<file path="src/hdl/audio_pkg.sv">
package audio_pkg;

  // width of one audio sample
  // the pwm duty and the decimator count share it
  localparam int sample_bits = 8;

  // one decimated sample, reused as pwm duty
  typedef logic [sample_bits-1:0] sample_t;

  // microphone clocks in one sample window
  // also the largest value a sample can reach
  localparam int window_bits = 255;

  // record / playback controller states
  typedef enum logic [1:0] {
    idle,       // waiting for a button
    recording,  // samples go into the fifo
    playing     // samples come out to the pwm
  } ctrl_state_t;

endpackage

</file>
<file path="src/hdl/pwm_player.sv">
module pwm_player
  import audio_pkg::*;
(
  input  logic    clock,
  input  logic    reset,
  input  logic    duty_load,  // duty_in is a new sample
  input  sample_t duty_in,
  input  logic    enable,     // amplifier is on
  output logic    amp_pwm     // to the amplifier input
);

  logic [sample_bits-1:0] pwm_count;     // free running, 256 clocks per period
  sample_t                duty_pending;  // latest loaded sample
  sample_t                duty_active;   // duty of the running period
  logic                   wrap;          // last cycle of the period

  assign wrap = (pwm_count == '1);

  always_ff @(posedge clock or posedge reset)
  begin
    if (reset)
    begin
      pwm_count    <= '0;
      duty_pending <= '0;
      duty_active  <= '0;
    end
    else
    begin
      pwm_count <= pwm_count + 1'b1;  // rolls over by itself
      if (duty_load)
        duty_pending <= duty_in;
      if (wrap)
        duty_active <= duty_pending;  // duty only moves between periods
    end
  end

  // duty 255 gives 255 high cycles out of 256
  assign amp_pwm = enable & (pwm_count < duty_active);

endmodule

</file>
<file path="config.mk">
export PLATFORM = sky130hd
export DESIGN_NAME = pwm_player
export DESIGN_NICKNAME = d
export VERILOG_FILES = /design/src/hdl/audio_pkg.sv /design/src/hdl/pwm_player.sv
export SDC_FILE = /design/constraint.sdc
export NUM_CORES = 1
export LEC_CHECK = 0
export ABC_AREA = 1
export BUFFER_PORTS_ARGS = -buffer_cell sky130_fd_sc_hd__buf_4
export CAP_MARGIN = 10
export CORE_MARGIN = 2
export CORE_UTILIZATION = 35
export DETAILED_ROUTE_END_ITERATION = 16
export GPL_TIMING_DRIVEN = 0
export MAX_ROUTING_LAYER = met4
export PLACE_DENSITY = 0.51
export SYNTH_ARGS = -nofsm -noshare
export SYNTH_HDL_FRONTEND = slang
export SYNTH_SLANG_ARGS = --single-unit
</file>
<file path="constraint.sdc">
create_clock -name clock -period 1.8 [get_ports clock]
set_clock_uncertainty 0.1 [all_clocks]
set_input_delay 0.09 -clock clock [delete_from_list [all_inputs] [get_ports clock]]
set_output_delay 0.09 -clock clock [all_outputs]
set_load 0.02 [all_outputs]
</file>
After elaboration in Yosys (flattened, before gate mapping)
Index checks and enable logic that the tools add are counted.
{"block": "word_totals", "reg_bits": 24, "latchBits": 0, "mem_bits_rw": 0, "romBits": 0, "input_bits": 12, "wordCells": 7, "memories": 0}
{"block": "op_classes", "addsub": 1, "multipliers": 0, "div_mod_pow": 0, "order_cmp": 1, "eq_ne": 1, "shifts": 0, "mux": 0, "bitwise": 1, "n_reduce_logical": 0}
{"operator": "adder 8 x 1 -> 8 bit, second input constant", "n": 1}
{"operator": "equality test 8 bit, second input constant", "n": 1}
{"operator": "< comparator 8 bit", "n": 1}
{"operator": "bitwise AND 1 bit", "n": 1}

Logic depth before layout (Yosys ltp)
{"block": "depth", "depth_word": 2, "ltp_mapped": 7, "depth_no_buf": 7}

Worst setup path before layout
Ideal clock, no wire load.
{"block": "synth_path", "kind": "register to output", "startpoint": "register pwm_count[7]", "endpoint": "output port amp_pwm", "arrival_ps": 1329, "setup_slack_ps": 281, "stages_incl_launch_ff": 7, "cell_sequence": "dfrtp_1 -> ha_1 -> nand2_1 -> nand2_1 -> nor2_1 -> nand3_1 -> a21oi_1"}
{"block": "synth_via", "elab_chain_cells": 2}
{"element": "start: declaration", "line": "pwm_player.sv:12", "rtl": "logic [sample_bits-1:0] pwm_count;"}
{"element": "start signal: assignment", "line": "pwm_player.sv:29", "rtl": "pwm_count <= pwm_count + 1'b1;"}
{"element": "< comparator 8 bit", "line": "pwm_player.sv:38", "rtl": "assign amp_pwm = enable & (pwm_count < duty_active);"}
{"element": "bitwise AND 1 bit", "line": "pwm_player.sv:38"}
{"element": "end: declaration", "line": "pwm_player.sv:9", "rtl": "output logic amp_pwm"}
No other way between the ends.

Worst setup path after layout
Same ends and word-level chain as after synthesis.

==> flow_metrics.py <==
metrics = {
    "status": {
        "outcome": "complete, no violations",
    },
    "timing": {
        "hold_viol": 0,
        "rsz0062_at_grt": "yes",
        "tightest_slew_ns": 0.903,
        "slew_viol_final": 0,
        "fin_crit_sh_pct": 98.7,
        "finalWorstSetupSlack_ns": 0.0237,
        "relSlewSlack_pct": 39.7,
        "setup_viol_count_final": 0,
        "finalSetupTns_ns": 0,
        "whs_ns": 0.0654,
        "period_minus_slack_ns": 1.78,
        "fmax_ghz": 0.563,
    },
    "setup_path": {
        "critPathArrivalTime_ns": 1.59,
        "worst_path_most_repeated_cell": "buf_4",
        "crit_cells": 6,
        "cp_top_family": "flip-flops",
        "cp_data_required_time_ns": 1.61,
        "worst_path_max_delay_cell": "dfrtp_2",
        "path_buf_inv": 2,
        "r2r_cells": 6,
        "r2r-start": "pwm_count[1]",
        "crit_fanout": 2,
        "reg2reg_slack_ns": 0.33,
        "critPathKind": "flop to output port",
        "r2r-end": "duty_active[5]",
        "slowest_delay_ns": 0.45,
        "endpoint_kind": "output port",
        "critical_path.cell_chain": "ha_4 -> nand2_2 -> buf_4 -> nor2_1 -> a21oi_2 -> buf_4",
        "worst_setup_path_start_kind": "flop",
    },
    "final_layout": {
        "layout.nets": 162,
        "final_core_util_pct": 48.2,
        "drive_gt1_share_pct": 33.6,
        "antenna_cells": 0,
        "area_growth_pct": 29.6,
    },
    "synthesis": {
        "syn_area_um2": 1150,
        "synth_nets": 132,
        "synth_edf_count": 0,
        "synth-async-reset-ratio_pct": 100,
        "synthCells": 112,
        "synth_top_area_cell": "dfrtp_1",
        "synth.avg_cell_area_um2": 10.3,
        "synth_area_leaders": "dfrtp_1, nand2_1, ha_1",
        "synth_common_cells": "nand2_1, dfrtp_1, inv_1",
        "ys_seq_elements": 24,
        "ys_warn_count": 0,
        "ys_seq_area_share_pct": 52.1,
        "synth.top_cell.area_share_pct": 52.1,
        "synth_cell_types": 16,
        "ys.flop_type": "dfrtp_1",
        "synthMostInstantiatedCell": "nand2_1",
    },
    "floorplanning": {
        "die_area_um2": 3770,
        "ios": 13,
        "fp.dieW_um": 61.4,
        "rows": 20,
        "initial_utilization_pct": 37.2,
        "die_h_um": 61.4,
        "core_um2": 3100,
    },
    "cts": {
        "clockRootBuffer": "clkbuf_4",
        "htree_levels": 1,
        "cts_buffers": 3,
        "path_clk_slew_ns": 0.12,
        "clockBufferDepth": 2,
        "cts_tree": "built",
        "cts_sinks": 24,
        "worstSkewPairLatency_ns": 0.30,
    },
    "power": {
        "p_leak_nw": 0.705,
        "power_frac_clock_pct": 26.4,
        "p_sw_share_pct": 21.1,
        "share_seq_of_total_power_pct": 65.7,
        "power_switching_mw": 0.182,
        "power.density_nw_per_um2": 576,
        "internal_power_mw": 0.679,
        "pwr-share-comb_pct": 7.9,
        "power_mw": 0.861,
        "vdd_drop_max_uv": 335,
    },
    "drt": {
        "ant_nets": 0,
        "wl_mm": 1.99,
        "dr.pass1.iters": 3,
        "wl_per_cell_um": 10.8,
        "drcViolationCount": 0,
        "drt_iter0_drc": 5,
        "vias": 807,
        "avgViaCountPerCell": 4.39,
    },
    "global_routing": {
        "grt_pass1_vias": 887,
        "overflow": 0,
        "grt_util_all_layers_pct": 13.2,
        "grt_max_degree": 25,
        "grt_first_pass_wirelength_mm": 3.55,
        "antenna_found_initial": 0,
    },
    "hold_path": {
        "holdPathStages": 2,
        "min_to": "duty_pending[7]",
        "hold_start": "duty_load",
        "hold_class": "input pin to flop",
    },
    "place": {
        "dpl.hpwl_mm": 1.40,
        "gp_congestion": 0.687,
        "io_buffer_count": 11,
        "dp_slack_ns": 0.241,
    },
    "run": {
        "drv_cap": 0,
    },
}
## worst max-delay path by stage
stage                              start  endpoint  slack, ns
after detailed placement    pwm_count[7]   amp_pwm       0.24
after global placement      pwm_count[7]   amp_pwm       0.27
after floorplan             pwm_count[7]   amp_pwm       0.28
after CTS                 duty_active[7]   amp_pwm      0.003
after global routing        pwm_count[7]   amp_pwm      -0.06
final                       pwm_count[7]   amp_pwm       0.02
## flip-flops by register name, summed over array words and instances (netlist names)
name and cells:
duty_active 8, duty_pending 8, pwm_count 8
## layout by cell type (no fill, tap or decap), drive strengths merged
cell type / n
nand2: 31
dfrtp: 24
buf: 17
inv: 13
nand3: 13
dlygate4sd3: 9
mux2: 8
ha: 8
xor2: 5
nor2: 5
clkbuf: 3
a21oi: 2
nor3b: 1
xnor2: 1
## repair_timing
action,in CTS,in global routing
gates resized for setup,3,11
setup buffers,2,3
hold endpoints to repair,32,0
hold buffers,9,0
setup endpoints to repair,1,1
pin swaps,0,7
## stage by stage
step | instances | instance area (µm²)
finish | 184 | 1500
global route | 184 | 1500
CTS | 181 | 1430
detailed placement | 167 | 1290
global placement | 167 | 1290
floorplan | 112 | 1150
## worst reg2reg max path, cell delays in order (launching register included)
cell and delay (ns):
dfrtp_1 0.40, ha_1 0.21, nand2_2 0.11, nor3b_4 0.27
nand3_4 0.15, nand2_1 0.10, nand2_1 0.05
## cells by family (layout without fill, tap and decap cells)
kind of cell    after synthesis  count (layout)  synth area share [%]
compound gates                2               2                 0.868
fa+ha+maj                     8               8                  8.68
buf+inv                      14              42                  4.66
simple gates                 50              50                  21.4
flops                        24              24                  52.1
xor+xnor                      6               6                  4.56
mux                           8               8                  7.81
## power by group through the flow
stage / logic (mW) / clock network, mW / registers [mW]
2_1_floorplan: 0.0307 / 0 / 0.574
3_3_place_gp: 0.0504 / 0 / 0.576
3_5_place_dp: 0.0523 / 0 / 0.577
4_1_cts: 0.0674 / 0.244 / 0.566
5_1_grt: 0.0768 / 0.269 / 0.569
6_report: 0.0681 / 0.227 / 0.566
## area by class of cell
class                      instances  area (µm²)
inverter                          13        48.8
clock buffer                       3        22.5
tap                               44        55.1
multi-input combinational         74         551
timing repair buffer              25         210
buffer                             1        5.00
fill                             320        1610
sequential                        24         603
## layer usage
layer / global-route usage, % / up-vias / routed length, µm
met4: 5.47 / 0 / 13
met3: 1.89 / 2 / 45
li1: - / 411 / -
met5: - / - / 0
met2: 23.3 / 10 / 1010
met1: 15.0 / 384 / 919
Note: power is estimated with default switching activity, not from simulation.
