## config.mk

```make
export PLATFORM = sky130hd
export DESIGN_NAME = playback_control
export DESIGN_NICKNAME = d
export VERILOG_FILES = /design/src/hdl/audio_pkg.sv /design/src/hdl/playback_control.sv
export SDC_FILE = /design/constraint.sdc
export NUM_CORES = 1
export LEC_CHECK = 0
export BUFFER_PORTS_ARGS = -buffer_cell sky130_fd_sc_hd__buf_2
export CORE_AREA = 2 2 39 41
export CTS_BUF_LIST = sky130_fd_sc_hd__clkbuf_2
export DETAILED_ROUTE_END_ITERATION = 12
export DIE_AREA = 0 0 41 43
export PLACE_DENSITY = 0.6
export SYNTH_ARGS = -nofsm -noshare
export SYNTH_HDL_FRONTEND = slang
export SYNTH_SLANG_ARGS = --single-unit
```

## constraint.sdc

```tcl
create_clock -name clock -period 0.9 [get_ports clock]
set_input_delay 0.09 -clock clock [delete_from_list [all_inputs] [get_ports clock]]
set_output_delay 0.09 -clock clock [all_outputs]
set_load 0.1 [all_outputs]
```

## src/hdl/audio_pkg.sv

```systemverilog
package audio_pkg;

  // width of one audio sample
  // the pwm duty and the decimator count share it
  localparam int sample_bits = 8;

  // one decimated sample, reused as pwm duty
  typedef logic [sample_bits-1:0] sample_t;

  // microphone clocks in one sample window
  // also the largest value a sample can reach
  localparam int window_bits = 255;

  // record / playback controller states
  typedef enum logic [1:0] {
    idle,       // waiting for a button
    recording,  // samples go into the fifo
    playing     // samples come out to the pwm
  } ctrl_state_t;

endpackage

```

## src/hdl/playback_control.sv

```systemverilog
module playback_control
  import audio_pkg::*;
(
  input  logic clock,
  input  logic reset,
  input  logic record_button,  // raw push button
  input  logic play_button,    // raw push button
  input  logic sample_valid,
  input  logic window_end,
  input  logic fifo_full,
  input  logic fifo_empty,
  output logic fifo_write,
  output logic fifo_read,
  output logic duty_load,      // rdata is fresh for the pwm
  output logic amp_sd,         // amplifier enable
  output logic led_recording,
  output logic led_playing
);

  ctrl_state_t state;
  ctrl_state_t state_next;

  logic rec_sync1;    // first synchronizer stage
  logic rec_sync2;
  logic rec_last;     // previous synchronized level
  logic play_sync1;
  logic play_sync2;
  logic play_last;
  logic rec_release;  // one cycle at the button release
  logic play_release;

  // act on the falling edge only, one pulse per press
  assign rec_release  = rec_last & ~rec_sync2;
  assign play_release = play_last & ~play_sync2;

  always_ff @(posedge clock or posedge reset)
  begin
    if (reset)
    begin
      rec_sync1  <= 1'b0;
      rec_sync2  <= 1'b0;
      rec_last   <= 1'b0;
      play_sync1 <= 1'b0;
      play_sync2 <= 1'b0;
      play_last  <= 1'b0;
      state      <= idle;
      fifo_write <= 1'b0;
      fifo_read  <= 1'b0;
      duty_load  <= 1'b0;
    end
    else
    begin
      rec_sync1  <= record_button;
      rec_sync2  <= rec_sync1;
      rec_last   <= rec_sync2;
      play_sync1 <= play_button;
      play_sync2 <= play_sync1;
      play_last  <= play_sync2;
      state      <= state_next;
      fifo_write <= (state == recording) & sample_valid;  // sample still held
      fifo_read  <= (state == playing) & window_end & ~fifo_empty;
      duty_load  <= fifo_read;  // rdata shows up now
    end
  end

  always_comb
  begin
    state_next = state;
    case (state)
      idle:
      begin
        if (rec_release)
          state_next = recording;
        else if (play_release && !fifo_empty)
          state_next = playing;  // nothing to play otherwise
      end
      recording:
      begin
        if (rec_release || fifo_full)
          state_next = idle;     // stopped by hand or buffer is full
      end
      playing:
      begin
        if (window_end && fifo_empty)
          state_next = idle;     // one window after the last read
      end
      default:
      begin
        state_next = idle;
      end
    endcase
  end

  assign led_recording = (state == recording);
  assign led_playing   = (state == playing);
  assign amp_sd        = (state == playing);

endmodule

```

# --- Word-level counts from Yosys, hierarchy flattened ---
# Cells that the tools add are included.
# Widths: inputs -> output; s select.
totals:
  output_inout_bits: 6
  input_bits: 8
  wordCells: 34
  register_bits: 11
classes:
  n_eq_ne: 5
  n_bitwise: 8
  n_reduce_logical: 6
  n_mux: 5
op_table:
  columns: ["op", "count"]
  rows:
  - ["$mux 2", 4]
  - ["$pmux 2 s3", 1]
  - ["$and 1x1->1", 5]
  - ["$ne 2x1->1 const B", 2]
  - ["$ne 3x3->1 const B", 1]
  - ["$not 1->1", 3]
  - ["$reduce_and 3->1", 1]
  - ["$eq 2x1->1 const B", 1]
  - ["$eq 2x2->1 const B", 1]
  - ["$logic_and 1x1->1", 2]
  - ["$logic_not 2->1", 1]
  - ["$logic_not 1->1", 1]
  - ["$logic_or 1x1->1", 1]

# --- Depth between registers and ports, before layout ---
logic_depth:
  word_depth: 6
  mapped_depth: 3
  depth_no_buf: 3

# --- Least setup slack after synthesis ---
# Ideal clock, no wire load.
synth_timing:
  kind: "reg2out"
  start: "reg state[0]"
  end: "out led_playing"
  t_arrival_ns: 2.327
  t_required_ns: 0.810
  n_path_buf: 1
  setup_slack_ns: -1.517
  path_stages_with_launch: 3
  path_cell_list: "dfrtp_1 -> nor2b_1 -> buf_4"
synth_via:
  elab_chain_cells: 1
synth_lines:
  columns: ["element", "line_no", "text"]
  rows:
  - ["start, declared", "playback_control.sv:20", "ctrl_state_t state;"]
  - ["start signal, assigned", "playback_control.sv:46", "state <= idle;"]
  - ["start signal, assigned", "playback_control.sv:59", "state <= state_next;"]
  - ["$eq 2x2->1", null, null]
  - ["end, declared", "playback_control.sv:17", "output logic led_playing"]
# No other way between the ends.

# --- Final worst setup path ---
layout_timing:
  start: "reg state[1]"
  end: "out led_playing"
layout_via:
  elab_chain_cells: 1
layout_lines:
  columns: ["element", "line_no", "text"]
  rows:
  - ["$eq 2x2->1", "playback_control.sv:95", "assign led_playing = (state == playing);"]
# No other way between the ends.

==> flow_summary.ini <==
[min_path]
hold_class = input port to flop

[timing]
slew_viol_final = 0
max_freq_mhz = 828.8
rsz0062_at_grt = yes
worst_slack_ns = -0.3066
setup_viol = 9
finalCritPeriodShare_pct = 134.1
hold_violations = 0
min_period_ns = 1.207
clock_skew_ns = 0.009734
slew_headroom_pct = 73.20
worst_pin_slew_ns = 0.4016

[routing]
viasPerCell = 4.210
routedWlPerCell_um = 10.10
ant_nets = 0
wl_um = 626
initialDrtViolationCount = 1
drt_pass1_iterations = 2
vias = 261
drc = 0

[setup_path]
cpMaxStageDelayCell = dfrtp_1
crit_fanout = 3
cp_cell_sequence = nor2b_4 -> buf_12
path_delay_family = flip-flops
worstPathArrival_ns = 1.12
critPathKind = flop to output port
cpPeakStageDelay_ns = 0.41
required_ns = 0.81
crit_buf_inv = 1
worst_setup_path_start_kind = flop
end_kind = output port

[grt]
grt_pass1_vias = 262
grt_pass1_wl_um = 1021
antenna_found_initial = 0
track_usage_pct = 9.509
grt-ovfl-total = 0
grt_max_degree = 12

[pwr]
p_clk_share_pct = 21.3
p_leak_nw = 0.3169
p_sw_mw = 0.4342
power_frac_seq_pct = 43.9
power_density_nw_per_um2 = 1925
internal_power_mw = 0.8375
combPwrFrac_pct = 34.8
switching_share_pct = 34.15
vdd_drop_max_mv = 0.8390

[layout]
diodes = 0
fin_cells = 62
fin_nets = 55
drive_gt1_share_pct = 67.39
fillers = 120
area_delta_synth_final_pct = 74.83

[synthesis]
yosys_warnings = 0
syn_inst = 24
synth.avg_cell_area_um2 = 15.74
synth_ff_type = dfrtp_1
syn_area_um2 = 377.9
synth.top_cells.by_count = dfrtp_1, nor2b_1
synth.largest_area_cell = dfrtp_1
synth_nets = 32
yosysSeqAreaShare_pct = 72.85
ys_seq_elements = 11
synth-edff-count = 0
yosys.area.top_type_share_pct = 72.85
synth_area_leaders = dfrtp_1, mux2_4, nand2b_4
yosysMostFrequentCell = dfrtp_1
async_reset_ff_share_pct = 100.0
synth_cell_types = 13

[placement]
placedCellCount = 52
io_buffers = 13
post-dp-hpwl_um = 429.3
pre_cts_ws_ns = -0.1097
place_congestion = 0.6675

[clock_tree]
cts_buffers = 3
clock_sinks = 11
root_buffer = clkbuf_2
clockBufferDepth = 2
htreeDepth = 1
clock_latency_ns = 0.25
cts_tree = done
clkTransAtPathRegs_ns = 0.11

[die]
core_area_um2 = 1384
initial_core_util_pct = 27.31
dieArea_um2 = 1763
ios = 14
die_y_um = 43
rows = 14
die_width_um = 41

[status]
violations = negative setup slack
outcome = finished, violations left

[run]
maxCapViolations = 0
metrics by stage:
stage	instance area [um2]	utilization, %	setup TNS, ns	hold WS [ns]	power [mW]
2_1_floorplan	409.1	-	-2.015	-0.05776	0.8375
3_3_place_gp	564.3	40.78	-0.2636	0.08380	0.9547
3_5_place_dp	564.3	40.78	-0.3250	0.09756	0.9583
4_1_cts	660.6	47.74	-1.481	0.03090	1.294
5_1_grt	660.6	47.74	-1.779	0.03055	1.337
6_report	660.6	47.74	-1.290	0.04426	1.272
power groups by stage:
stage / logic, mW / clock network, mW / registers [mW]
4_1_cts: 0.445 / 0.289 / 0.560
6_report: 0.443 / 0.271 / 0.558
3_3_place_gp: 0.386 / 0 / 0.569
2_1_floorplan: 0.223 / 0 / 0.614
3_5_place_dp: 0.388 / 0 / 0.570
5_1_grt: 0.461 / 0.314 / 0.563
cell families after synthesis:
family / count (synthesis) / synth area share (%)
buf+inv: 2 / 2.980
simple gates: 9 / 17.55
mux: 1 / 3.972
compound gates: 1 / 2.649
flops: 11 / 72.85
layout by cell type, fill, tap and decap left out, drive strengths merged:
master | netlist | routed
buf | 1 | 16
a22o | 1 | 1
inv | 1 | 1
dlygate4sd3 | 0 | 3
and3b | 1 | 1
nand2 | 1 | 1
mux2 | 1 | 1
dfrtp | 11 | 11
nor2b | 2 | 2
nor4b | 1 | 1
nor2 | 1 | 1
and2 | 1 | 1
nand2b | 2 | 2
clkbuf | 0 | 4
worst paths after layout:
path | cells past startpoint | startpoint | end | slack, ns
min reg2reg | 0 | rec_sync1 | rec_sync2 | 0.36
min in group asynchronous | 3 | reset | rec_last | 0.36
max | 2 | state[1] | led_playing | -0.31
max in group asynchronous | 3 | reset | state[0] | 0.24
min | 2 | sample_valid | fifo_write | 0.04
max reg2reg | 3 | state[0] | state[1] | -0.15
final cells by class:
type                       instances  area (um2)  area share, %
sequential                        11       280.3          42.42
timing repair buffer              19       215.2          32.58
multi-input combinational         11       121.4          18.37
clock buffer                       4       20.02          3.030
tap                               16       20.02          3.030
inverter                           1       3.754         0.5682
flip-flops by register name (all words and copies together) (netlist names):
name,cells
play_sync1,1
state,2
fifo_read,1
rec_last,1
rec_sync1,1
rec_sync2,1
fifo_write,1
play_last,1
duty_load,1
play_sync2,1
layer usage:
| metal | up-vias | GRT usage [%] | part of all wire [%] | routed length [um] |
|---|---|---|---|---|
| li1 | 120 | - | - | - |
| met1 | 127 | 9.556 | 38 | 237 |
| met2 | 14 | 13.75 | 52 | 323 |
| met3 | 0 | 9.424 | 10 | 65 |
| met4 | 0 | 2.000 | 0 | 0 |
| met5 | - | 0 | 0 | 0 |
what timing repair did:
| item | 4_1_cts | 5_1_grt |
|---|---|---|
| resized for setup | 5 | 0 |
| hold endpoints to repair | 13 | 0 |
| setup endpoints to repair | 9 | 9 |
| buffers inserted | 3 | 0 |
| pin swaps | 2 | 2 |
| hold buffers | 3 | 0 |
No activity file was read; power rests on OpenSTA's default activity.
