==> config.mk <==
export PLATFORM = sky130hd
export DESIGN_NAME = pdm_clock_gen
export DESIGN_NICKNAME = d
export VERILOG_FILES = /design/src/hdl/audio_pkg.sv /design/src/hdl/pdm_clock_gen.sv
export SDC_FILE = /design/constraint.sdc
export NUM_CORES = 1
export LEC_CHECK = 0
export BUFFER_PORTS_ARGS = -buffer_cell sky130_fd_sc_hd__buf_2
export CAP_MARGIN = 20
export CORE_MARGIN = 2
export CORE_UTILIZATION = 50
export CTS_BUF_LIST = sky130_fd_sc_hd__clkbuf_4 sky130_fd_sc_hd__clkbuf_8
export DETAILED_ROUTE_END_ITERATION = 10
export HOLD_SLACK_MARGIN = 0.12
export PLACE_DENSITY_LB_ADDON = 0.05
export SLEW_MARGIN = 15
export SYNTH_ARGS = -nofsm -noshare
export SYNTH_HDL_FRONTEND = slang
export SYNTH_SLANG_ARGS = --single-unit
==> constraint.sdc <==
create_clock -name clock -period 1.4 [get_ports clock]
set_clock_uncertainty 0.05 [all_clocks]
set_input_delay 0.21 -clock clock [delete_from_list [all_inputs] [get_ports clock]]
set_output_delay 0.21 -clock clock [all_outputs]
set_load 0.05 [all_outputs]
==> src/hdl/audio_pkg.sv <==
package audio_pkg;

  // width of one audio sample
  // the pwm duty and the decimator count share it
  localparam int sample_bits = 8;

  // one decimated sample, reused as pwm duty
  typedef logic [sample_bits-1:0] sample_t;

  // microphone clocks in one sample window
  // also the largest value a sample can reach
  localparam int window_bits = 255;

  // record / playback controller states
  typedef enum logic [1:0] {
    idle,       // waiting for a button
    recording,  // samples go into the fifo
    playing     // samples come out to the pwm
  } ctrl_state_t;

endpackage

==> src/hdl/pdm_clock_gen.sv <==
module pdm_clock_gen
  import audio_pkg::*;
#(
  parameter int mclk_div = 25  // system clocks per mclk half period
)
(
  input  logic clock,
  input  logic reset,
  output logic mclk,        // microphone clock pin
  output logic mclk_rise,   // high in the cycle mclk goes high
  output logic window_end   // every window_bits-th rise
);

  localparam int div_bits = $clog2(mclk_div + 1);  // room for mclk_div - 1

  logic [div_bits-1:0]    div_count;   // counts one half period
  logic [sample_bits-1:0] rise_count;  // rises seen in this window
  logic                   half_done;   // half period elapsed this cycle
  logic                   rising;      // mclk toggles from low to high
  logic                   last_rise;   // this rise closes the window

  assign half_done = (div_count == div_bits'(mclk_div - 1));
  assign rising    = half_done & ~mclk;
  assign last_rise = (rise_count == sample_bits'(window_bits - 1));

  always_ff @(posedge clock or posedge reset)
  begin
    if (reset)
    begin
      div_count  <= '0;
      mclk       <= 1'b0;
      mclk_rise  <= 1'b0;
      window_end <= 1'b0;
      rise_count <= '0;
    end
    else
    begin
      mclk_rise  <= rising;              // lines up with the new mclk level
      window_end <= rising & last_rise;  // same cycle as that rise strobe
      if (half_done)
      begin
        div_count <= '0;
        mclk      <= ~mclk;
      end
      else
      begin
        div_count <= div_count + 1'b1;
      end
      if (rising)
      begin
        if (last_rise)
          rise_count <= '0;  // next window starts with the next rise
        else
          rise_count <= rise_count + 1'b1;
      end
    end
  end

endmodule

---- Word-level counts from Yosys, hierarchy flattened ----
Index checks and enable logic that the tools add are counted.
word-level totals
  flip-flop bits (word level) ............. 16
  bits in latches ......................... 0
  RAM bits ................................ 0
  bits in read-only memories .............. 0
  input port bits ......................... 2
  memories kept ........................... 0
cells by class
  $add $sub $neg .......................... 2
  $mul .................................... 0
  div/mod/pow operators ................... 0
  magnitude comparators ................... 0
  equality and inequality tests ........... 2
  shifts and indexed selects .............. 0
  mux-type cells .......................... 2
  bitwise logic cells ..................... 3
  reduce and logical (&&, ||, !) cells .... 0
operators with widths
  operator                                      number
  adder 8 x 1 -> 8 bit (second input constant)  1
  equality test 8 bit (second input constant)   1
  2-to-1 mux 8 bit                              1
  adder 5 x 1 -> 5 bit (second input constant)  1
  equality test 5 bit (second input constant)   1
  2-to-1 mux 5 bit                              1
  bitwise AND 1 bit                             2
  NOT 1 bit                                     1

---- Logic depth before layout (Yosys ltp) ----
Gate-level depths: netlist of run 1.
  depth in word-level cells ............... 3
  mapped depth ............................ 6

---- Least setup slack after synthesis of run 1 ----
No wires, ideal clock.
  kind .................................... register to register
  from .................................... register mclk
  to ...................................... register rise_count[7]
  library setup time ...................... 0.079 ns
  arrival ................................. 1.408 ns
  required time ........................... 1.271 ns
  slack ................................... -0.137 ns
  cell stages (with the launch flop) ...... 4
  path buffers ............................ 1
  clock period less this slack ............ 1.537 ns
  path through ............................ dfrtp_1 buf_2 or4_1 mux2i_1
between the ends
  longest elaborated chain between the ends .. 2
ends and longest elaborated chain
  what                    line                 source
  start, declared         pdm_clock_gen.sv:9   output logic mclk,
  start signal, assigned  pdm_clock_gen.sv:43  mclk <= ~mclk;
  NOT 1 bit               pdm_clock_gen.sv:23  assign rising = half_done & ~mclk;
  bitwise AND 1 bit       pdm_clock_gen.sv:23
  end signal, assigned    pdm_clock_gen.sv:54  rise_count <= rise_count + 1'b1;
  end, declared           pdm_clock_gen.sv:17  logic [sample_bits-1:0] rise_count;
No other way between the ends.
A chain may end at the register's enable or synchronous reset.

---- Final worst setup path of run 1 ----
  from .................................... register div_count[1]
  to ...................................... register rise_count[7]
between the ends
  longest elaborated chain between the ends .. 2
ends and longest elaborated chain
  what                    line                 source
  start, declared         pdm_clock_gen.sv:16  logic [div_bits-1:0] div_count;
  start signal, assigned  pdm_clock_gen.sv:47  div_count <= div_count + 1'b1;
  equality test 5 bit     pdm_clock_gen.sv:22  assign half_done = (div_count == div_bits'(mclk_div - 1));
  bitwise AND 1 bit       pdm_clock_gen.sv:23
No other way between the ends.

==> results of run 1 <==
-- how the worst max path moves through the flow --
stage / to / slack [ns] / cells past startpoint
4_1_cts: rise_count[3]$_DFFE_PP0P_ / -0.09 / 6
3_5_place_dp: rise_count[7]$_DFFE_PP0P_ / -0.13 / 5
2_1_floorplan: rise_count[7]$_DFFE_PP0P_ / -0.03 / 5
5_1_grt: rise_count[7]$_DFFE_PP0P_ / -0.20 / 6
3_3_place_gp: rise_count[7]$_DFFE_PP0P_ / -0.07 / 5
6_report: rise_count[7]$_DFFE_PP0P_ / -0.11 / 6
-- flip-flops by register name, indices dropped and copies added (netlist names) --
name / cells
div_count: 5
mclk: 1
mclk_rise: 1
rise_count: 8
window_end: 1
-- cell usage after synthesis (2+ instances only) --
library cell / count / share of area, %
a31oi_1: 3 / 2.3
buf_2: 3 / 1.8
dfrtp_1: 16 / 48
ha_1: 4 / 6.0
inv_1: 7 / 3.2
mux2i_1: 2 / 2.4
nand2_1: 3 / 1.4
nand3_1: 4 / 2.4
nor2_1: 5 / 2.3
nor4_1: 2 / 1.5
o211ai_1: 3 / 2.7
o21ai_0: 6 / 3.6
o21ai_1: 3 / 1.8
or4_1: 2 / 1.8
xnor2_1: 2 / 2.1
-- area by class of cell --
cell class                      instances  area share, %
Clock buffer                            4           2.51
Inverter                                7           2.20
Multi-Input combinational cell         52           41.8
Sequential cell                        16           33.6
Tap cell                               16           1.67
Timing Repair Buffer                   28           18.2
-- timing repair --
item	in CTS	in global routing
endpoints found under the setup margin	8	10
pin swaps	5	8
hold buffers	1	0
buffers inserted	3	2
gates resized for setup	16	7
hold endpoints to repair	8	0
cloned	0	0
-- worst max-delay path: cells and delay by family (launching register included) --
family | cells | cell delay, ns
flops | 1 | 0.40
buf+inv | 2 | 0.25
fa+ha+maj | 1 | 0.15
compound gates | 1 | 0.28
mux | 1 | 0.12
simple gates | 1 | 0.15
-- per-stage QoR --
step | setup TNS (ns) | hold WS [ns] | total power, mW | cell area, µm²
floorplan | -0.0354 | 0.0737 | 0.478 | 857
global placement | -0.233 | 0.126 | 0.484 | 1020
detailed placement | -0.460 | 0.130 | 0.484 | 1020
CTS | -0.322 | 0.359 | 0.764 | 1150
global route | -1.38 | 0.404 | 0.782 | 1200
finish | -0.622 | 0.353 | 0.765 | 1200
-- power breakdown --
| part | internal [mW] | leakage (nW) | switching (mW) |
|---|---|---|---|
| Combinational | 0.00477 | 0.302 | 0.00972 |
| Sequential | 0.462 | 0.204 | 0 |
| Clock | 0.131 | 0.0184 | 0.159 |
-- kinds of logic after synthesis --
family | count (synthesis) | synth area share (%)
simple gates | 22 | 18.6
compound gates | 21 | 16.7
flops | 16 | 48.1
buf+inv | 10 | 4.96
fa+ha+maj | 4 | 6.02
xor+xnor | 3 | 3.16
mux | 2 | 2.41
-- metal layers --
metal / vias up / share of wire (%) / track usage [%]
met2: 18 / 45 / 33.0
met1: 348 / 49 / 37.3
li1: 345 / - / -
met4: 0 / 2.4 / 11.8
met3: 6 / 3.5 / 4.00
met5: - / 0 / 0
==> results.cfg, run 1 <==
[final_layout]
finish.utilization_pct = 77.6
num-nets-final = 114
multiInputGateArea_um2 = 500
nFillCells = 86
final_cell_mix = 19 x buf_4, 15 x dfrtp_1, 5 x inv_1, 5 x o21ai_1
seq_area_um2 = 402
layout_commonest_cell = buf_4
antenna_cells = 0
synthToLayoutAreaGrowth_pct = 43.8
final-instance-count-excl-fill = 123
drive_gt1_share_pct = 48.6

[die]
die_w_um = 44.8
num_io_pins = 5
dieArea_um2 = 2010
initial_core_util_pct = 54.0
die_h_um = 44.8
num_rows = 14
fp.coreArea_um2 = 1540

[critical_path]
worst_setup_path_end_kind = register
reg2reg_slack_ns = -0.11
critical_path.max_fanout = 6
cp-startpoint = div_count[1]$_DFF_PP0_
required_ns = 1.52
cp.arrival_ns = 1.64
worstSetupPathType = reg2reg
worstReg2RegStart = div_count[1]$_DFF_PP0_
slowest_stage = dfrtp_1
cpPeakStageDelay_ns = 0.40
rr_worst_depth = 6
start_kind = register
path_cells = inv_2, ha_4, nand4b_4, buf_6, a2111oi_4, mux2i_1
timing.rr.end = rise_count[7]$_DFFE_PP0P_

[synthesis]
ys_seq_area_share_pct = 48.1
syn_area_um2 = 832
synth.distinct_cells = 28
synth_edf_count = 0
syn_nets = 84
syn_avg_cell_area_um2 = 10.7
synth_top_flop_cell = dfrtp_1
ys_async_sr_fraction_pct = 100
ys_warn_count = 0
synth_seq_cells = 16
syn-instance-count = 78

[pwr]
leakage_nw = 0.525
pwr_density_cell_nw_per_um2 = 640
peakVddDrop_v = 0.000586

[placement]
dp_hpwl_um = 1240
pre_cts_slack_ns = -0.134
gp_congestion = 0.823
numPlacedInstances = 114
io_buffers = 4

[routing]
drt-initial-drc-count = 17
routed_wl_um = 2030
wl_per_cell_um = 16.5
ant_nets = 0
drc = 0
via_count = 717
dr.pass1.iters = 4
via_per_inst = 5.83

[timing]
setup_ws_ns = -0.114
max_freq_ghz = 0.660
drv_slew = 0
hold_viol = 0
post-route-min-period_ns = 1.51
fin_crit_sh_pct = 108
tightest_slew_ns = 0.343
setup_viol = 9
slew_headroom_pct = 77.1
rsz0062_at_grt = yes

[clock_network]
htreeDepth = 1
clk_root_buffer_cell = clkbuf_4
cts_tree = built
clk_pin_slew_ns = 0.10
clock-sinks = 16
cts_buffers = 3
worstSkewPairLatency_ns = 0.30
clockBufferDepth = 2

[flow_run]
maxCapViolCount = 0

[hold_path]
hold_path.class = in2async

[global_routing]
grt_pass1_wl_um = 3420
antenna_found_initial = 0
grt.total_usage_pct = 24.3
grt_pass1_vias = 712
grt_max_degree = 10
grt-ovfl-total = 0

[run_status]
violations = setup timing
status = complete, but fails checks
Power figures use the tool's default switching activity.
==> run 2: changes to the inputs <==
--- a/config.mk
+++ b/config.mk
@@ -5,6 +5,7 @@
 export SDC_FILE = /design/constraint.sdc
 export NUM_CORES = 1
 export LEC_CHECK = 0
+export ABC_AREA = 1
 export BUFFER_PORTS_ARGS = -buffer_cell sky130_fd_sc_hd__buf_2
 export CAP_MARGIN = 20
 export CORE_MARGIN = 2
==> run 2 against run 1 <==
  * Utilization shrank 13 points
  * Combinational power shrank 15%
  * Largest cell class is now registers
  * The flow now finishes without violations
  * Register-to-register slack gained 0.20 ns
  * Worst hold slack gained 0.11 ns
  * Final cell count grew 9.8%
  * Setup slack gained 0.20 ns
  * Non-clock buffer count shrank 13
  * First-iteration DRC count shrank 18%
  * Clock power grew 6%
  * Flip-flop and latch count is the same
==> results.cfg, run 2 <==
[final_layout]
final_cell_mix = 29 x nand2_1, 16 x dfrtp_1, 12 x inv_1
largest-register = rise_count
top_regs = rise_count x8, div_count x5
largest_register_ffs = 8
antenna_cells = 0
layout_commonest_cell = nand2_1
synthToLayoutAreaGrowth_pct = 19.3
drive_gt1_share_pct = 20.2
final-instance-count-excl-fill = 135
num-nets-final = 126

[clock_network]
worstSkewPairLatency_ns = 0.29
clockBufferDepth = 2
cts_buffers = 3
cts_tree = built
clock-sinks = 16
htreeDepth = 1
clk_root_buffer_cell = clkbuf_4
clk_pin_slew_ns = 0.09

[timing]
hold_viol = 0
setup_viol = 0
tightest_slew_ns = 0.618
drv_slew = 0
max_freq_ghz = 0.761
rsz0062_at_grt = yes
post-route-min-period_ns = 1.31
timing.setup.tns_ns = 0
slew_headroom_pct = 58.8
fin_crit_sh_pct = 93.9
fin_hold_ws_ns = 0.465

[placement]
gp_congestion = 0.773
io_buffers = 4
dp_hpwl_um = 1050
numPlacedInstances = 127

[die]
num_rows = 14
initial_core_util_pct = 54.4
dieArea_um2 = 2000
die_w_um = 44.7
die_h_um = 44.7
fp.coreArea_um2 = 1520
num_io_pins = 5

[routing]
drc = 0
wl_per_cell_um = 11.1
dr.pass1.iters = 4
via_per_inst = 4.93
routed_wl_um = 1500
drt-initial-drc-count = 14
via_count = 666
ant_nets = 0

[synthesis]
synth_edf_count = 0
syn_avg_cell_area_um2 = 8.30
syn-instance-count = 100
ys_warn_count = 0
yosysMostFrequentCell = nand2_1
ys_async_sr_fraction_pct = 100
ys_seq_area_share_pct = 48.3
synth.top_cells.by_count = 28 x nand2_1, 16 x dfrtp_1, 12 x inv_1, 11 x nor2_1, 9 x nand3_1
synth_top_area_share_pct = 48.3
syn_nets = 106
yosysTopAreaCell = dfrtp_1
synth_area_leaders = dfrtp_1 48%, nand2_1 13%, ha_1 6.0%, nand3_1 5.4%, inv_1 5.4%
syn_area_um2 = 830
synth_seq_cells = 16
synth.distinct_cells = 16
synth_top_flop_cell = dfrtp_1

[pwr]
sw_frac_of_total_pct = 20.1
clkPwrFrac_pct = 39.2
peakVddDrop_v = 0.000472
p_seq_share_pct = 59.2
leakage_nw = 0.511
power.internal_uw = 623
combinationalPowerShare_pct = 1.6
power_switching_uw = 157
pwr_density_cell_nw_per_um2 = 788

[hold_path]
hold_path.class = reg2reg
whs_path_depth = 1

[run_status]
status = finished, final reports clean

[global_routing]
grt_pass1_vias = 623
antenna_found_initial = 0
grt_max_degree = 17
grt-ovfl-total = 0
grt.total_usage_pct = 18.5
grt_pass1_wl_um = 2610

[critical_path]
slowest_stage = dfrtp_1
cpPeakStageDelay_ns = 0.40
worstSetupPathType = reg2reg
worst_setup_path_end_kind = register
setup.worst_path.end = rise_count[3]$_DFFE_PP0P_
critical_path.max_fanout = 7
cp-startpoint = div_count[0]$_DFF_PP0_
start_kind = register
worstReg2RegStart = div_count[0]$_DFF_PP0_
cp.arrival_ns = 1.48
rr_worst_depth = 7
required_ns = 1.56
path_cells = inv_1, ha_1, nand2_2, nor3_4, buf_6, nand4_1, o21ai_1
reg2reg_slack_ns = 0.09
timing.rr.end = rise_count[3]$_DFFE_PP0P_

[flow_run]
maxCapViolCount = 0
==> run 2: how the worst min path moves through the flow <==
stage / end / startpoint / slack (ns)
6_report: div_count[2]$_DFF_PP0_ / div_count[2]$_DFF_PP0_ / 0.47
3_5_place_dp: div_count[1]$_DFF_PP0_ / reset / 0.27
4_1_cts: div_count[2]$_DFF_PP0_ / div_count[2]$_DFF_PP0_ / 0.47
2_1_floorplan: div_count[0]$_DFF_PP0_ / reset / 0.07
5_1_grt: rise_count[7]$_DFFE_PP0P_ / rise_count[7]$_DFFE_PP0P_ / 0.50
3_3_place_gp: window_end$_DFF_PP0_ / reset / 0.26
==> run 2: cell families (layout without fill, tap and decap cells) <==
| logic type | count (synthesis) | in the layout | synth area share, % |
|---|---|---|---|
| simple gates | 57 | 58 | 31.7 |
| flops | 16 | 16 | 48.3 |
| buf+inv | 14 | 32 | 7.24 |
| compound gates | 6 | 6 | 3.62 |
| fa+ha+maj | 4 | 4 | 6.03 |
| xor+xnor | 3 | 3 | 3.17 |
==> run 2: power by group through the flow <==
stage	Combinational (mW)	Clock [mW]	Sequential, mW
floorplan	0.00698	0	0.471
global placement	0.0109	0	0.471
detailed placement	0.0111	0	0.471
CTS	0.0133	0.318	0.462
global route	0.0146	0.332	0.462
finish	0.0123	0.306	0.462
==> run 2: metal layers <==
layer,wire length (µm),track usage [%]
met5,0,0
met4,30,10.9
met3,57,2.40
met2,617,26.4
met1,798,26.8
==> run 2: what timing repair did <==
| item | 4_1_cts | 5_1_grt |
|---|---|---|
| buffers inserted | 0 | 2 |
| gates resized for setup | 0 | 2 |
| hold endpoints to repair | 16 | 0 |
| hold buffers | 1 | 0 |
| endpoints found under the setup margin | 0 | 8 |
==> run 2: final cells by class <==
cell class	count	area (µm²)
multi-input combinational	71	375
sequential	16	400
timing repair buffer	15	109
clock buffer	4	36.3
tap	16	20.0
fill	123	534
inverter	13	48.8
==> run 2: per-stage QoR <==
stage          area, µm²  utilization, %  power (mW)  setup WS [ns]
3_3_place_gp         918            60.3       0.482         0.0909
6_report             990            64.9       0.780         0.0852
3_5_place_dp         918            60.3       0.482         0.0375
4_1_cts              965            63.3       0.794         0.0140
2_1_floorplan        830               -       0.478          0.121
5_1_grt              990            64.9       0.809        -0.0563
==> run 2: critical path: cells and delay by family, from the launching register on <==
family | cells | cell delay (ns)
DFF | 1 | 0.40
and+or+nand+nor | 3 | 0.34
buffers and inverters | 2 | 0.22
adders and majority gates | 1 | 0.15
AOI/OAI and AO/OA | 1 | 0.09
