--- config.mk ---
export PLATFORM = sky130hd
export DESIGN_NAME = pdm_decimator
export DESIGN_NICKNAME = d
export VERILOG_FILES = /design/src/hdl/audio_pkg.sv /design/src/hdl/pdm_decimator.sv
export SDC_FILE = /design/constraint.sdc
export NUM_CORES = 1
export LEC_CHECK = 0
export BUFFER_PORTS_ARGS = -buffer_cell sky130_fd_sc_hd__buf_2
export CAP_MARGIN = 25
export CORE_MARGIN = 2
export CORE_UTILIZATION = 49
export CTS_CLUSTER_SIZE = 8
export DETAILED_ROUTE_END_ITERATION = 16
export PLACE_DENSITY_LB_ADDON = 0.1
export SKIP_CTS_REPAIR_TIMING = 1
export SYNTH_ARGS = -nofsm -noshare
export SYNTH_HDL_FRONTEND = slang
export SYNTH_SLANG_ARGS = --single-unit
--- constraint.sdc ---
create_clock -name clock -period 1.5 [get_ports clock]
set_input_delay 0.3 -clock clock [delete_from_list [all_inputs] [get_ports clock]]
set_output_delay 0.3 -clock clock [all_outputs]
set_load 0.02 [all_outputs]
--- src/hdl/audio_pkg.sv ---
package audio_pkg;

  // width of one audio sample
  // the pwm duty and the decimator count share it
  localparam int sample_bits = 8;

  // one decimated sample, reused as pwm duty
  typedef logic [sample_bits-1:0] sample_t;

  // microphone clocks in one sample window
  // also the largest value a sample can reach
  localparam int window_bits = 255;

  // record / playback controller states
  typedef enum logic [1:0] {
    idle,       // waiting for a button
    recording,  // samples go into the fifo
    playing     // samples come out to the pwm
  } ctrl_state_t;

endpackage

--- src/hdl/pdm_decimator.sv ---
module pdm_decimator
  import audio_pkg::*;
(
  input  logic    clock,
  input  logic    reset,
  input  logic    mic_data,      // pdm bit stream from the microphone
  input  logic    mclk_rise,     // sample point of mic_data
  input  logic    window_end,    // last rise of the window
  output sample_t sample,        // ones counted over the last window
  output logic    sample_valid   // one cycle, sample is fresh
);

  logic [sample_bits-1:0] ones_count;  // ones so far in this window
  logic [sample_bits-1:0] ones_next;   // count with the current bit added
  logic                   at_max;      // count cannot grow any further

  // box filter, one bit per mic clock
  assign at_max    = (ones_count == sample_bits'(window_bits));
  assign ones_next = (mic_data && !at_max) ? ones_count + 1'b1 : ones_count;

  always_ff @(posedge clock or posedge reset)
  begin
    if (reset)
    begin
      ones_count   <= '0;
      sample_valid <= 1'b0;
    end
    else
    begin
      sample_valid <= window_end;  // valid with the registered sample
      if (window_end)
        ones_count <= '0;          // restart for the next window
      else if (mclk_rise)
        ones_count <= ones_next;
    end
  end

  // window_end coincides with a rise so the last bit is taken here
  always_ff @(posedge clock)
  begin
    if (window_end)
      sample <= ones_next;  // held until the next window closes
  end

endmodule

== After elaboration in Yosys (flattened, before gate mapping) ==
Cells that the tools add are included.
Storage, ports and cells
  register bits: 17
  input bits: 5
  output and inout port bits: 9
  logic and storage cells: 11
Operators by class
  add/sub/neg operators: 1
  equality and inequality tests: 1
  mux-type cells: 3
  reductions and logical operators: 3
Operator list (number)
  8-bit 2-to-1 mux: 3
  8-bit by 1-bit adder with 8-bit output, second input constant: 1
  8-bit == test, second input constant: 1
  2-bit nonzero test: 1
  1-bit logical AND: 1
  1-bit zero test: 1

== Longest topological paths before layout ==
Gate-level depths: netlist of the first run.
  depth after elaboration: 6
  mapped depth: 5
  depth with buffers taken out: 4

== Worst setup path before layout of the first run ==
OpenSTA, ideal clock, no wires.
  path kind: register to register
  start point: reg ones_count[0]
  end point: reg sample[1] (data pin)
  arrival: 1440 ps
  path slack: -200 ps
  stages on the path, launching flop included: 6
  period minus slack after synthesis: 1700 ps
  cell sequence: dfrtp_1 > ha_1 > buf_2 > nand2_1 > o31ai_4 > mux2_2
On the way
  word-level cells in the longest chain between the ends: 4
  elaborated cells between the ends (all ways): 5
Ends and longest elaborated chain
  from (decl): line pdm_decimator.sv:13  | logic [sample_bits-1:0] ones_count;
  from (signal assigned): line pdm_decimator.sv:34  | ones_count <= ones_next;
  parallel branches: the longest is 3 deep, another holds 8-bit by 1-bit adder with 8-bit output
  8-bit 2-to-1 mux *: line pdm_decimator.sv:19  | assign ones_next = (mic_data && !at_max) ? ones_count + 1'b1 : ones_count;
  via ones_next[1]: line pdm_decimator.sv:14  | logic [sample_bits-1:0] ones_next;
  to (signal assigned): line pdm_decimator.sv:42  | sample <= ones_next;
  to (decl): line pdm_decimator.sv:9  | output sample_t sample,
Mark *: on every way through the listed nets, which the timed path passes.
A chain may end at the register's enable or synchronous reset.

== Worst setup path after layout of the first run ==
Same ends and word-level chain as after synthesis.

==> results.md, run 1 <==
* First-pass GRT wire length at between 3000 and 4000 µm
* VDD IR max at between 0.5 and 0.6 mV
* # DRC at 0
* Gpl congestion at between 0.7 and 0.8
* Pwr per Cell Area at slightly below 700 nW/µm²
* DR vias at between 700 and 800
* Fin. max-slew vios at 0
* Top-count cell post-synth: dfrtp_1
* Root Buffer: clkbuf_4
* Seq cells post-synth at 17
* Yosys warning count at 0
* HP Start: window_end
* Period utilization at 0.996
* DP HPWL at ~1500 µm
* # setup viols final at 0
* Overflow after GRT at 0
* DIE AREA at ~2300 µm²
* Top post-synthesis cells by count: dfrtp_1 (9), edfxtp_1 (8), a21oi_1 (5), nand2_1 (5), a211oi_1 (4)
* GRT Total Usage at 0.206
* Hold WC Path Type: primary input to register
* Sink Count at 17
* Initial DRC Count at 14
* Worst Setup Slack, final at 0.00573 ns
* Nets at 120
* Area after DPL at 1170 µm²
* Critical Path Source: ones_count[0]
* DRT Wirelength at about 2100 µm
* I/O pins at 14
* Num CTS Buffers at 3
* Actual slew at the worst max-slew pin at between 0.3 and 0.4 ns
* CP endpoint kind: register
* Final instance area at 1250 µm²
* DR pass1 iterations at 4
* H-tree levels at 1
* Number of distinct library cells after synthesis at 35
* Vias/cell at approximately 5.3
* Post-synth top area share at 0.250
* WP data arrival at roughly 1.6 ns
* Largest net degree at the start of global routing at 21
* WS Path Type: register to register
* Synthesized instance count at between 80 and 90
* Area growth syn-to-layout at 30.6%
* FFs w/ async S/R, synth at 0.529
* Max-cap check violation count at 0
* Max Buffers Root-to-Sink at 2
* Syn avg cell area at between 10 and 15 µm²
* Syn nets at 87
* Pwr Total at slightly below 900 µW
* Slew HR at 0.747
* R2R setup slack at 0.006 ns
* PortBufs at 13
* Routed Antenna Nets at 0
* WL/cell at ~15 µm
* RSZ-0062 raised after global routing: yes
* Clk pin slew, worst setup/hold paths at 0.10 ns
* Leading post-synthesis cells by cell area: edfxtp_1 (25%), dfrtp_1 (23%), a2111oi_4 (5.7%)
* Share of layout cells above drive strength 1 at 0.478
* Min Tclk post-route at between 1 and 1.5 ns
* Vias in the first global route at between 700 and 800
* Post-synth EDFFs at 8
* Initial antenna violation count at 0
* Cell leakage power at 0.520 nW
* Fmax at between 600 and 700 MHz
* Most common flop cell mapped by yosys: dfrtp_1
* Max Fanout on Critical Path at 5
* Run status: complete, no violations
* Area leader, netlist: edfxtp_1
* # rows at 16
* Final hold viol count at 0
* ANT cells at 0
* TritonCTS clock tree: built
* Required time of the critical path at roughly 1.6 ns
* Skew-Pair Late Insertion Delay at ~0.30 ns
* Cell area after synthesis at roughly 960 µm²
* Final design utilization at 0.659
* Post-Place Setup Slack at -0.0650 ns
* Clk_skew at 0.00936 ns
* Critical Path Source Type: register
* DIE WIDTH at about 48 µm
* Critical R2R Launch: ones_count[0]
* Setup TNS at 0 ns
* Die height at between 40 and 50 µm
* Initial core utilization at 0.505
* Post-synthesis sequential area ratio at 0.485
* Core Area at between 1500 and 2000 µm²
## worst max-delay path: stages (launching register included)
cell	delay (ns)
dfrtp_1	0.41
ha_4	0.18
nand2_2	0.08
o31ai_4	0.25
mux2_4	0.33
## state kept, by name (all words and copies together), names as in the netlist
register and flops:
ones_count 8, sample 8, sample_valid 1
## worst paths after layout
kind	end	cells past startpoint
setup / recovery	sample[1]	4
hold / removal	sample_valid	1
setup reg to reg	sample[1]	4
hold reg to reg	ones_count[4]	2
max in group asynchronous	ones_count[3]	3
min in group asynchronous	ones_count[0]	3
## through the flow
stage / hold slack [ns] / instances
2_1_floorplan: 0.128 / 81
3_3_place_gp: 0.291 / 135
3_5_place_dp: 0.294 / 135
4_1_cts: -0.0333 / 139
5_1_grt: 0.339 / 140
6_report: 0.312 / 140
## report_power, final
part           switching (mW)  internal, mW  total, mW
clock network           0.149         0.104      0.253
registers             0.00604         0.505      0.511
logic                  0.0606        0.0441      0.105
total                   0.216         0.653      0.869
## cells by family (layout without fill, tap and decap cells)
family / Yosys count / count (layout) / synth area share
XOR/XNOR: 2 / 2 / 0.0183
AND/OR/NAND/NOR: 25 / 25 / 0.151
adder cells (fa/ha/maj): 1 / 1 / 0.0130
buffers and inverters: 8 / 40 / 0.0508
flip-flops: 17 / 17 / 0.485
multiplexers: 6 / 6 / 0.0691
AO/OA/AOI/OAI: 22 / 22 / 0.213
## area by class of cell
type | instances | area (µm²)
fillers | 161 | 648
well taps | 27 | 33.8
inverters | 2 | 7.51
repair buffers | 34 | 229
clock buffers | 4 | 26.3
flip-flops and latches | 17 | 467
multi-input cells | 56 | 490
## metal layers
layer	vias to the layer above	routed length, µm	track usage
met1	354	894	0.257
met5	-	0	0
li1	370	-	-
met4	0	51	0.0973
met3	6	52	0.0333
met2	10	1100	0.345
## cells in the final DEF (no fill, tap or decap), types with 2 or more instances in the layout
cell and instances:
a2111oi_4 2, a211oi_1 4, a21oi_1 5, a31oi_1 2, a41oi_1 2, and3_1 3
and4_4 2, buf_2 13, buf_4 19, clkbuf_4 3, dfrtp_1 8, edfxtp_1 8
inv_1 2, mux2_2 2, mux2_4 3, nand2_1 4, nand2_2 2, nand2b_1 3
nand3_2 2, nor2_1 3, nor2b_1 2, o21ai_0 2
Power figures use the tool's default switching activity.
==> run 2, diff against run 1 <==
==> constraint.sdc (replaced) <==
create_clock -name clock -period 1.5 [get_ports clock]
set_input_delay 0.15 -clock clock [delete_from_list [all_inputs] [get_ports clock]]
set_output_delay 0.15 -clock clock [all_outputs]
set_load 0.02 [all_outputs]
==> run 2 against run 1 <==
  * Routed wire length shrank 8.5%
  * Largest cell class unchanged
  * Worst hold slack lost 0.15 ns
  * Critical path type unchanged
  * Critical endpoint is now ones_count[5]
  * Sequential power is essentially flat
==> results.md, run 2 (synthesized netlist as in run 1, its figures left out) <==
* Pwr Total at 850 µW (-2.1%)
* Max incr delay on CP at 0.42 ns (about the same)
* Largest net degree at the start of global routing at 21 (unchanged)
* Share of layout cells above drive strength 1 at 0.482 (+0.00427)
* Crit-path leading delay family: flip-flops
* DRT Wirelength at 1920 µm (-8.5%)
* Actual slew at the worst max-slew pin at 0.388 ns (+0.00896 ns)
* First-pass GRT wire length at 3090 µm (-2.8%)
* PortBufs at 13 (unchanged)
* Clk_skew at 0.00809 ns (-0.00126 ns)
* Final design utilization at 0.655 (-0.00395)
* Area growth syn-to-layout at 29.9%
* Slew HR at 0.741 (-0.00598)
* DIE AREA at 2330 µm² (unchanged)
* # DRC at 0 (unchanged)
* Max-cap check violation count at 0 (unchanged)
* Most common cell after layout, fill and taps aside: buf_4
* Combinational power share at 0.115 (-0.006)
* Initial core utilization at 0.505 (unchanged)
* VDD IR max at 0.416 mV (-20%)
* Num CTS Buffers at 3 (unchanged)
* Vias/cell at 5.41 (+2.4%)
* Vias in the first global route at 682 (-3.4%)
* Clk pwr share at 0.284 (-0.007)
* Skew-Pair Late Insertion Delay at 0.29 ns (about the same)
* Sink Count at 17 (unchanged)
* Fillers at 153 (-5.0%)
* Core Area at 1900 µm² (unchanged)
* Die height at 48.3 µm (unchanged)
* # rows at 16 (unchanged)
* Fin. max-slew vios at 0 (unchanged)
* ANT cells at 0 (unchanged)
* WP data arrival at 1.67 ns (+0.11 ns)
* Required time of the critical path at 1.68 ns (+0.12 ns)
* CP endpoint kind: register
* Root Buffer: clkbuf_4
* Overflow after GRT at 0 (unchanged)
* Nets at 119 (-0.83%)
* GRT Total Usage at 0.201 (-0.00534)
* RSZ-0062 raised after global routing: yes
* WP buf/inv at 1 (+1)
* DP HPWL at 1410 µm (-6.0%)
* Post-Place Setup Slack at -0.0761 ns (-0.0111 ns)
* Top flop regs: ones_count (8), sample (8), sample_valid (1)
* Hold WC Path Type: primary input to register
* H-tree levels at 1 (unchanged)
* Sequential cell fraction of total power at 0.600 (+0.012)
* CP Cell Sequence: ha_4, buf_6, a2111oi_4, mux2_4
* TritonCTS clock tree: built
* Run status: complete, no violations
* Most frequent cells in the layout: buf_4 (18), buf_2 (13), edfxtp_1 (8), dfrtp_1 (7), a21oi_1 (5)
* Initial DRC Count at 14 (unchanged)
* Max Fanout on Critical Path at 5 (unchanged)
* Fmax at 673 MHz (+0.51%)
* Initial antenna violation count at 0 (unchanged)
* Final hold viol count at 0 (unchanged)
* Max Buffers Root-to-Sink at 2 (unchanged)
* Routed Antenna Nets at 0 (unchanged)
* Pwr per Cell Area at 682 nW/µm² (-1.5%)
* DR vias at 752 (+1.6%)
* WS Path Type: register to register
* # setup viols final at 0 (unchanged)
* Clk pin slew, worst setup/hold paths at 0.09 ns (about the same)
* Setup TNS at 0 ns (unchanged)
* DIE WIDTH at 48.3 µm (unchanged)
* P_sw at 201 µW (-6.7%)
* Gpl congestion at 0.760 (-2.6%)
* Period utilization at 0.991 (-0.00501)
* Cell leakage power at 0.514 nW (-1.2%)
* Worst hold slack at 0.165 ns (-0.147 ns)
* Int Power at 649 µW (-0.61%)
* Crit-path slowest cell: dfrtp_1
* DR pass1 iterations at 4 (unchanged)
* I/O pins at 14 (unchanged)
* Min Tclk post-route at 1.49 ns (-0.00751 ns)
* WL/cell at 13.8 µm (-7.8%)
* Sw Share at 0.237 (-0.0116)
* Critical Path Source Type: register
* Worst Setup Slack, final at 0.0132 ns (+0.00751 ns)
==> run 2: cell types whose count changed in the layout (fill, tap and decap cells not counted) <==
cell / before / now
a31oi_2: 1 / 0
a31oi_1: 2 / 3
nand3_2: 2 / 3
dfrtp_1: 8 / 7
buf_4: 19 / 18
dfrtp_2: 1 / 2
nand3_1: 1 / 0
==> run 2: per-stage QoR <==
step                      instances  area (µm²)
after floorplan                  81         971
after global placement          133        1160
after detailed placement        133        1160
after CTS                       137        1180
after global routing            139        1250
final                           139        1250
==> run 2: metal layers <==
layer | up-vias | GRT usage | share of wire
met5 | - | 0 | 0
li1 | 368 | - | -
met3 | 7 | 0.0333 | 0.043
met4 | 0 | 0.114 | 0.031
met2 | 22 | 0.316 | 0.49
met1 | 355 | 0.260 | 0.43
==> run 2: power by group through the flow <==
stage,combinational [mW],sequential [mW],clock [mW]
floorplan,0.0318,0.541,0
global placement,0.0914,0.519,0
detailed placement,0.0918,0.519,0
CTS,0.0920,0.509,0.252
global route,0.109,0.514,0.265
finish,0.0981,0.511,0.242
==> run 2: worst paths after layout <==
check                                   start       endpoint  slack, ns  cells past startpoint
worst max-delay path            ones_count[0]  ones_count[5]       0.01                      4
worst min-delay path               window_end   sample_valid       0.16                      1
worst max register to register  ones_count[0]  ones_count[5]       0.01                      4
worst min register to register  ones_count[6]      sample[6]       0.66                      1
max in group asynchronous               reset  ones_count[3]       0.83                      3
min in group asynchronous               reset  ones_count[0]       0.37                      3
==> run 2: cell type report <==
cell class / count / area, µm² / area share
multi-input combinational: 56 / 489 / 0.393
sequential: 17 / 468 / 0.376
timing repair buffer: 33 / 221 / 0.178
tap: 27 / 33.8 / 0.0271
clock buffer: 4 / 26.3 / 0.0211
inverter: 2 / 7.51 / 0.00602
==> run 3, diff against run 2 <==
--- a/config.mk
+++ b/config.mk
@@ -8,7 +8,7 @@
 export BUFFER_PORTS_ARGS = -buffer_cell sky130_fd_sc_hd__buf_2
 export CAP_MARGIN = 25
 export CORE_MARGIN = 2
-export CORE_UTILIZATION = 49
+export CORE_UTILIZATION = 45
 export CTS_CLUSTER_SIZE = 8
 export DETAILED_ROUTE_END_ITERATION = 16
 export PLACE_DENSITY_LB_ADDON = 0.1
==> constraint.sdc (replaced) <==
create_clock -name clock -period 1.37 [get_ports clock]
set_input_delay 0.137 -clock clock [delete_from_list [all_inputs] [get_ports clock]]
set_output_delay 0.137 -clock clock [all_outputs]
set_load 0.02 [all_outputs]
==> run 3 against run 2 <==
  * The run now ends with negative setup slack left
  * Via count increased by 1.6%
  * Maximum frequency decreased by 0.37%
  * Cell area increased by 7.7%
  * Sequential power increased by 9.6%
  * Setup slack got worse by 0.14 ns
  * Clock skew decreased by 0.0022 ns
  * Clock power increased by 17%
  * Worst hold slack got worse by 0.0089 ns
  * Flip-flop and latch count unchanged
  * Register-to-register slack got worse by 0.14 ns
  * Power increased by 13%
  * Clock-buffer cell count unchanged
==> results.md, run 3 (synthesized netlist as in run 1, its figures left out) <==
* Fin. max-slew vios at 0 (unchanged)
* Gpl congestion at 0.855 (+13%)
* Run status: complete, but fails checks
* Sink Count at 17 (unchanged)
* Share of layout cells above drive strength 1 at 0.517 (+0.0345)
* WP data arrival at 1.69 ns (+0.02 ns)
* DRT Wirelength at 2090 µm (+8.8%)
* Failing checks: negative setup slack
* First-pass GRT wire length at 3240 µm (+4.9%)
* CP Cell Sequence: and4_4, a2111oi_4, mux2_4
* Most common cell after layout, fill and taps aside: buf_4
* Core Area at 1980 µm² (+4.2%)
* Period utilization at 1.09 (+0.0980)
* Worst Setup Slack, final at -0.122 ns (-0.135 ns)
* PortBufs at 13 (unchanged)
* Clk_skew at 0.00590 ns (-0.00219 ns)
* Num CTS Buffers at 3 (unchanged)
* Met2 wire length at 948 µm (+0.64%)
* Overflow after GRT at 0 (unchanged)
* Vias/cell at 5.20 (-3.9%)
* Initial antenna violation count at 0 (unchanged)
* # rows at 16 (unchanged)
* Slew HR at 0.741 (about the same)
* WL/cell at 14.2 µm (+2.9%)
* Hold WC Path Type: primary input to register
* Max Fanout on Critical Path at 6 (+1)
* Cell leakage power at 0.591 nW (+15%)
* Actual slew at the worst max-slew pin at 0.389 ns (+0.00101 ns)
* Fmax at 670 MHz (-0.37%)
* Largest net degree at the start of global routing at 21 (unchanged)
* DIE AREA at 2520 µm² (+8.1%)
* Nets at 127 (+6.7%)
* Min Tclk post-route at 1.49 ns (+0.00547 ns)
* Initial DRC Count at 13 (-1)
* Required time of the critical path at 1.57 ns (-0.11 ns)
* ANT cells at 0 (unchanged)
* # DRC at 0 (unchanged)
* TritonCTS clock tree: built
* Max layer used: met4
* Initial core utilization at 0.484 (-0.0204)
* GRT Total Usage at 0.174 (-0.0272)
* VDD IR max at 0.457 mV (+9.7%)
* Most frequent cells in the layout: buf_4 (21), buf_2 (13), edfxtp_1 (8), dfrtp_1 (6), buf_6 (6)
* Final instance area at 1340 µm² (+7.7%)
* Final hold viol count at 0 (unchanged)
* Die height at 50.2 µm (+4.0%)
* CP endpoint kind: register
* DR vias at 764 (+1.6%)
* H-tree levels at 1 (unchanged)
* I/O pins at 14 (unchanged)
* Vias in the first global route at 699 (+2.5%)
* RSZ-0062 raised after global routing: yes
* Max Buffers Root-to-Sink at 2 (unchanged)
* Max-cap check violation count at 0 (unchanged)
* Critical Path Source Type: register
* Clk pin slew, worst setup/hold paths at 0.10 ns (about the same)
* WS Path Type: register to register
* Met3 WL post-DR at 68 µm (-17%)
* DP HPWL at 1460 µm (+2.9%)
* Area after DPL at 1190 µm² (+2.6%)
* Routed Antenna Nets at 0 (unchanged)
* # setup viols final at 7 (+7)
* Area growth syn-to-layout at 39.9%
* Placed Cells at 137 (+3.0%)
* Crit-path slowest cell: dfrtp_2
* DR pass1 iterations at 4 (unchanged)
* Top flop regs: ones_count (8), sample (8), sample_valid (1)
* Pwr per Cell Area at 715 nW/µm² (+4.7%)
* Non-Filler Instances at 147 (+5.8%)
* Skew-Pair Late Insertion Delay at 0.30 ns (about the same)
* Fillers at 142 (-7.2%)
* DRT met1 WL at 1040 µm (+25%)
* DIE WIDTH at 50.2 µm (+4.0%)
* Max incr delay on CP at 0.46 ns (+0.04 ns)
* Root Buffer: clkbuf_4
[run 3: power by group]
group / internal (mW) / switching, mW
clock network: 0.114 / 0.168
registers: 0.553 / 0.00697
logic: 0.0507 / 0.0669
total: 0.717 / 0.242
[run 3: path summary, 6_finish.rpt]
check                               from       endpoint  slack, ns  cells after the start
setup / recovery           ones_count[6]  ones_count[5]      -0.12                      3
hold / removal                window_end   sample_valid       0.16                      1
setup reg to reg           ones_count[6]  ones_count[5]      -0.12                      3
hold reg to reg            ones_count[2]  ones_count[2]       0.65                      2
max in group asynchronous          reset  ones_count[3]       0.75                      3
min in group asynchronous          reset  ones_count[5]       0.33                      3
[run 3: layer usage]
metal | up-vias | GRT usage
met5 | - | 0
met4 | 0 | 0.0833
met3 | 2 | 0.0268
met1 | 354 | 0.248
met2 | 17 | 0.257
li1 | 391 | -
[run 3: final cells by class]
class	count	area (µm²)	share of cell area
multi-input combinational	56	505	0.377
tap	27	33.8	0.0252
timing repair buffer	41	300	0.224
inverter	2	7.51	0.00559
sequential	17	469	0.349
clock buffer	4	26.3	0.0196
[run 3: worst max-delay path: cells and delay by family, from the launching register on]
kind	cells	cell delay, ns
DFF	1	0.46
AOI/OAI and AO/OA	1	0.36
muxes	1	0.33
and+or+nand+nor	1	0.25
[run 3: per-stage QoR]
| stage | hold WS, ns | power, mW | setup TNS [ns] | setup WS (ns) | util |
|---|---|---|---|---|---|
| after floorplan | -0.0351 | 0.627 | -0.799 | -0.234 | - |
| after global placement | 0.144 | 0.671 | -0.669 | -0.142 | 0.599 |
| after detailed placement | 0.131 | 0.671 | -0.896 | -0.165 | 0.599 |
| after CTS | -0.200 | 0.947 | -1.10 | -0.180 | 0.612 |
| after global routing | 0.168 | 0.993 | -1.22 | -0.189 | 0.677 |
| final | 0.156 | 0.959 | -0.538 | -0.122 | 0.677 |
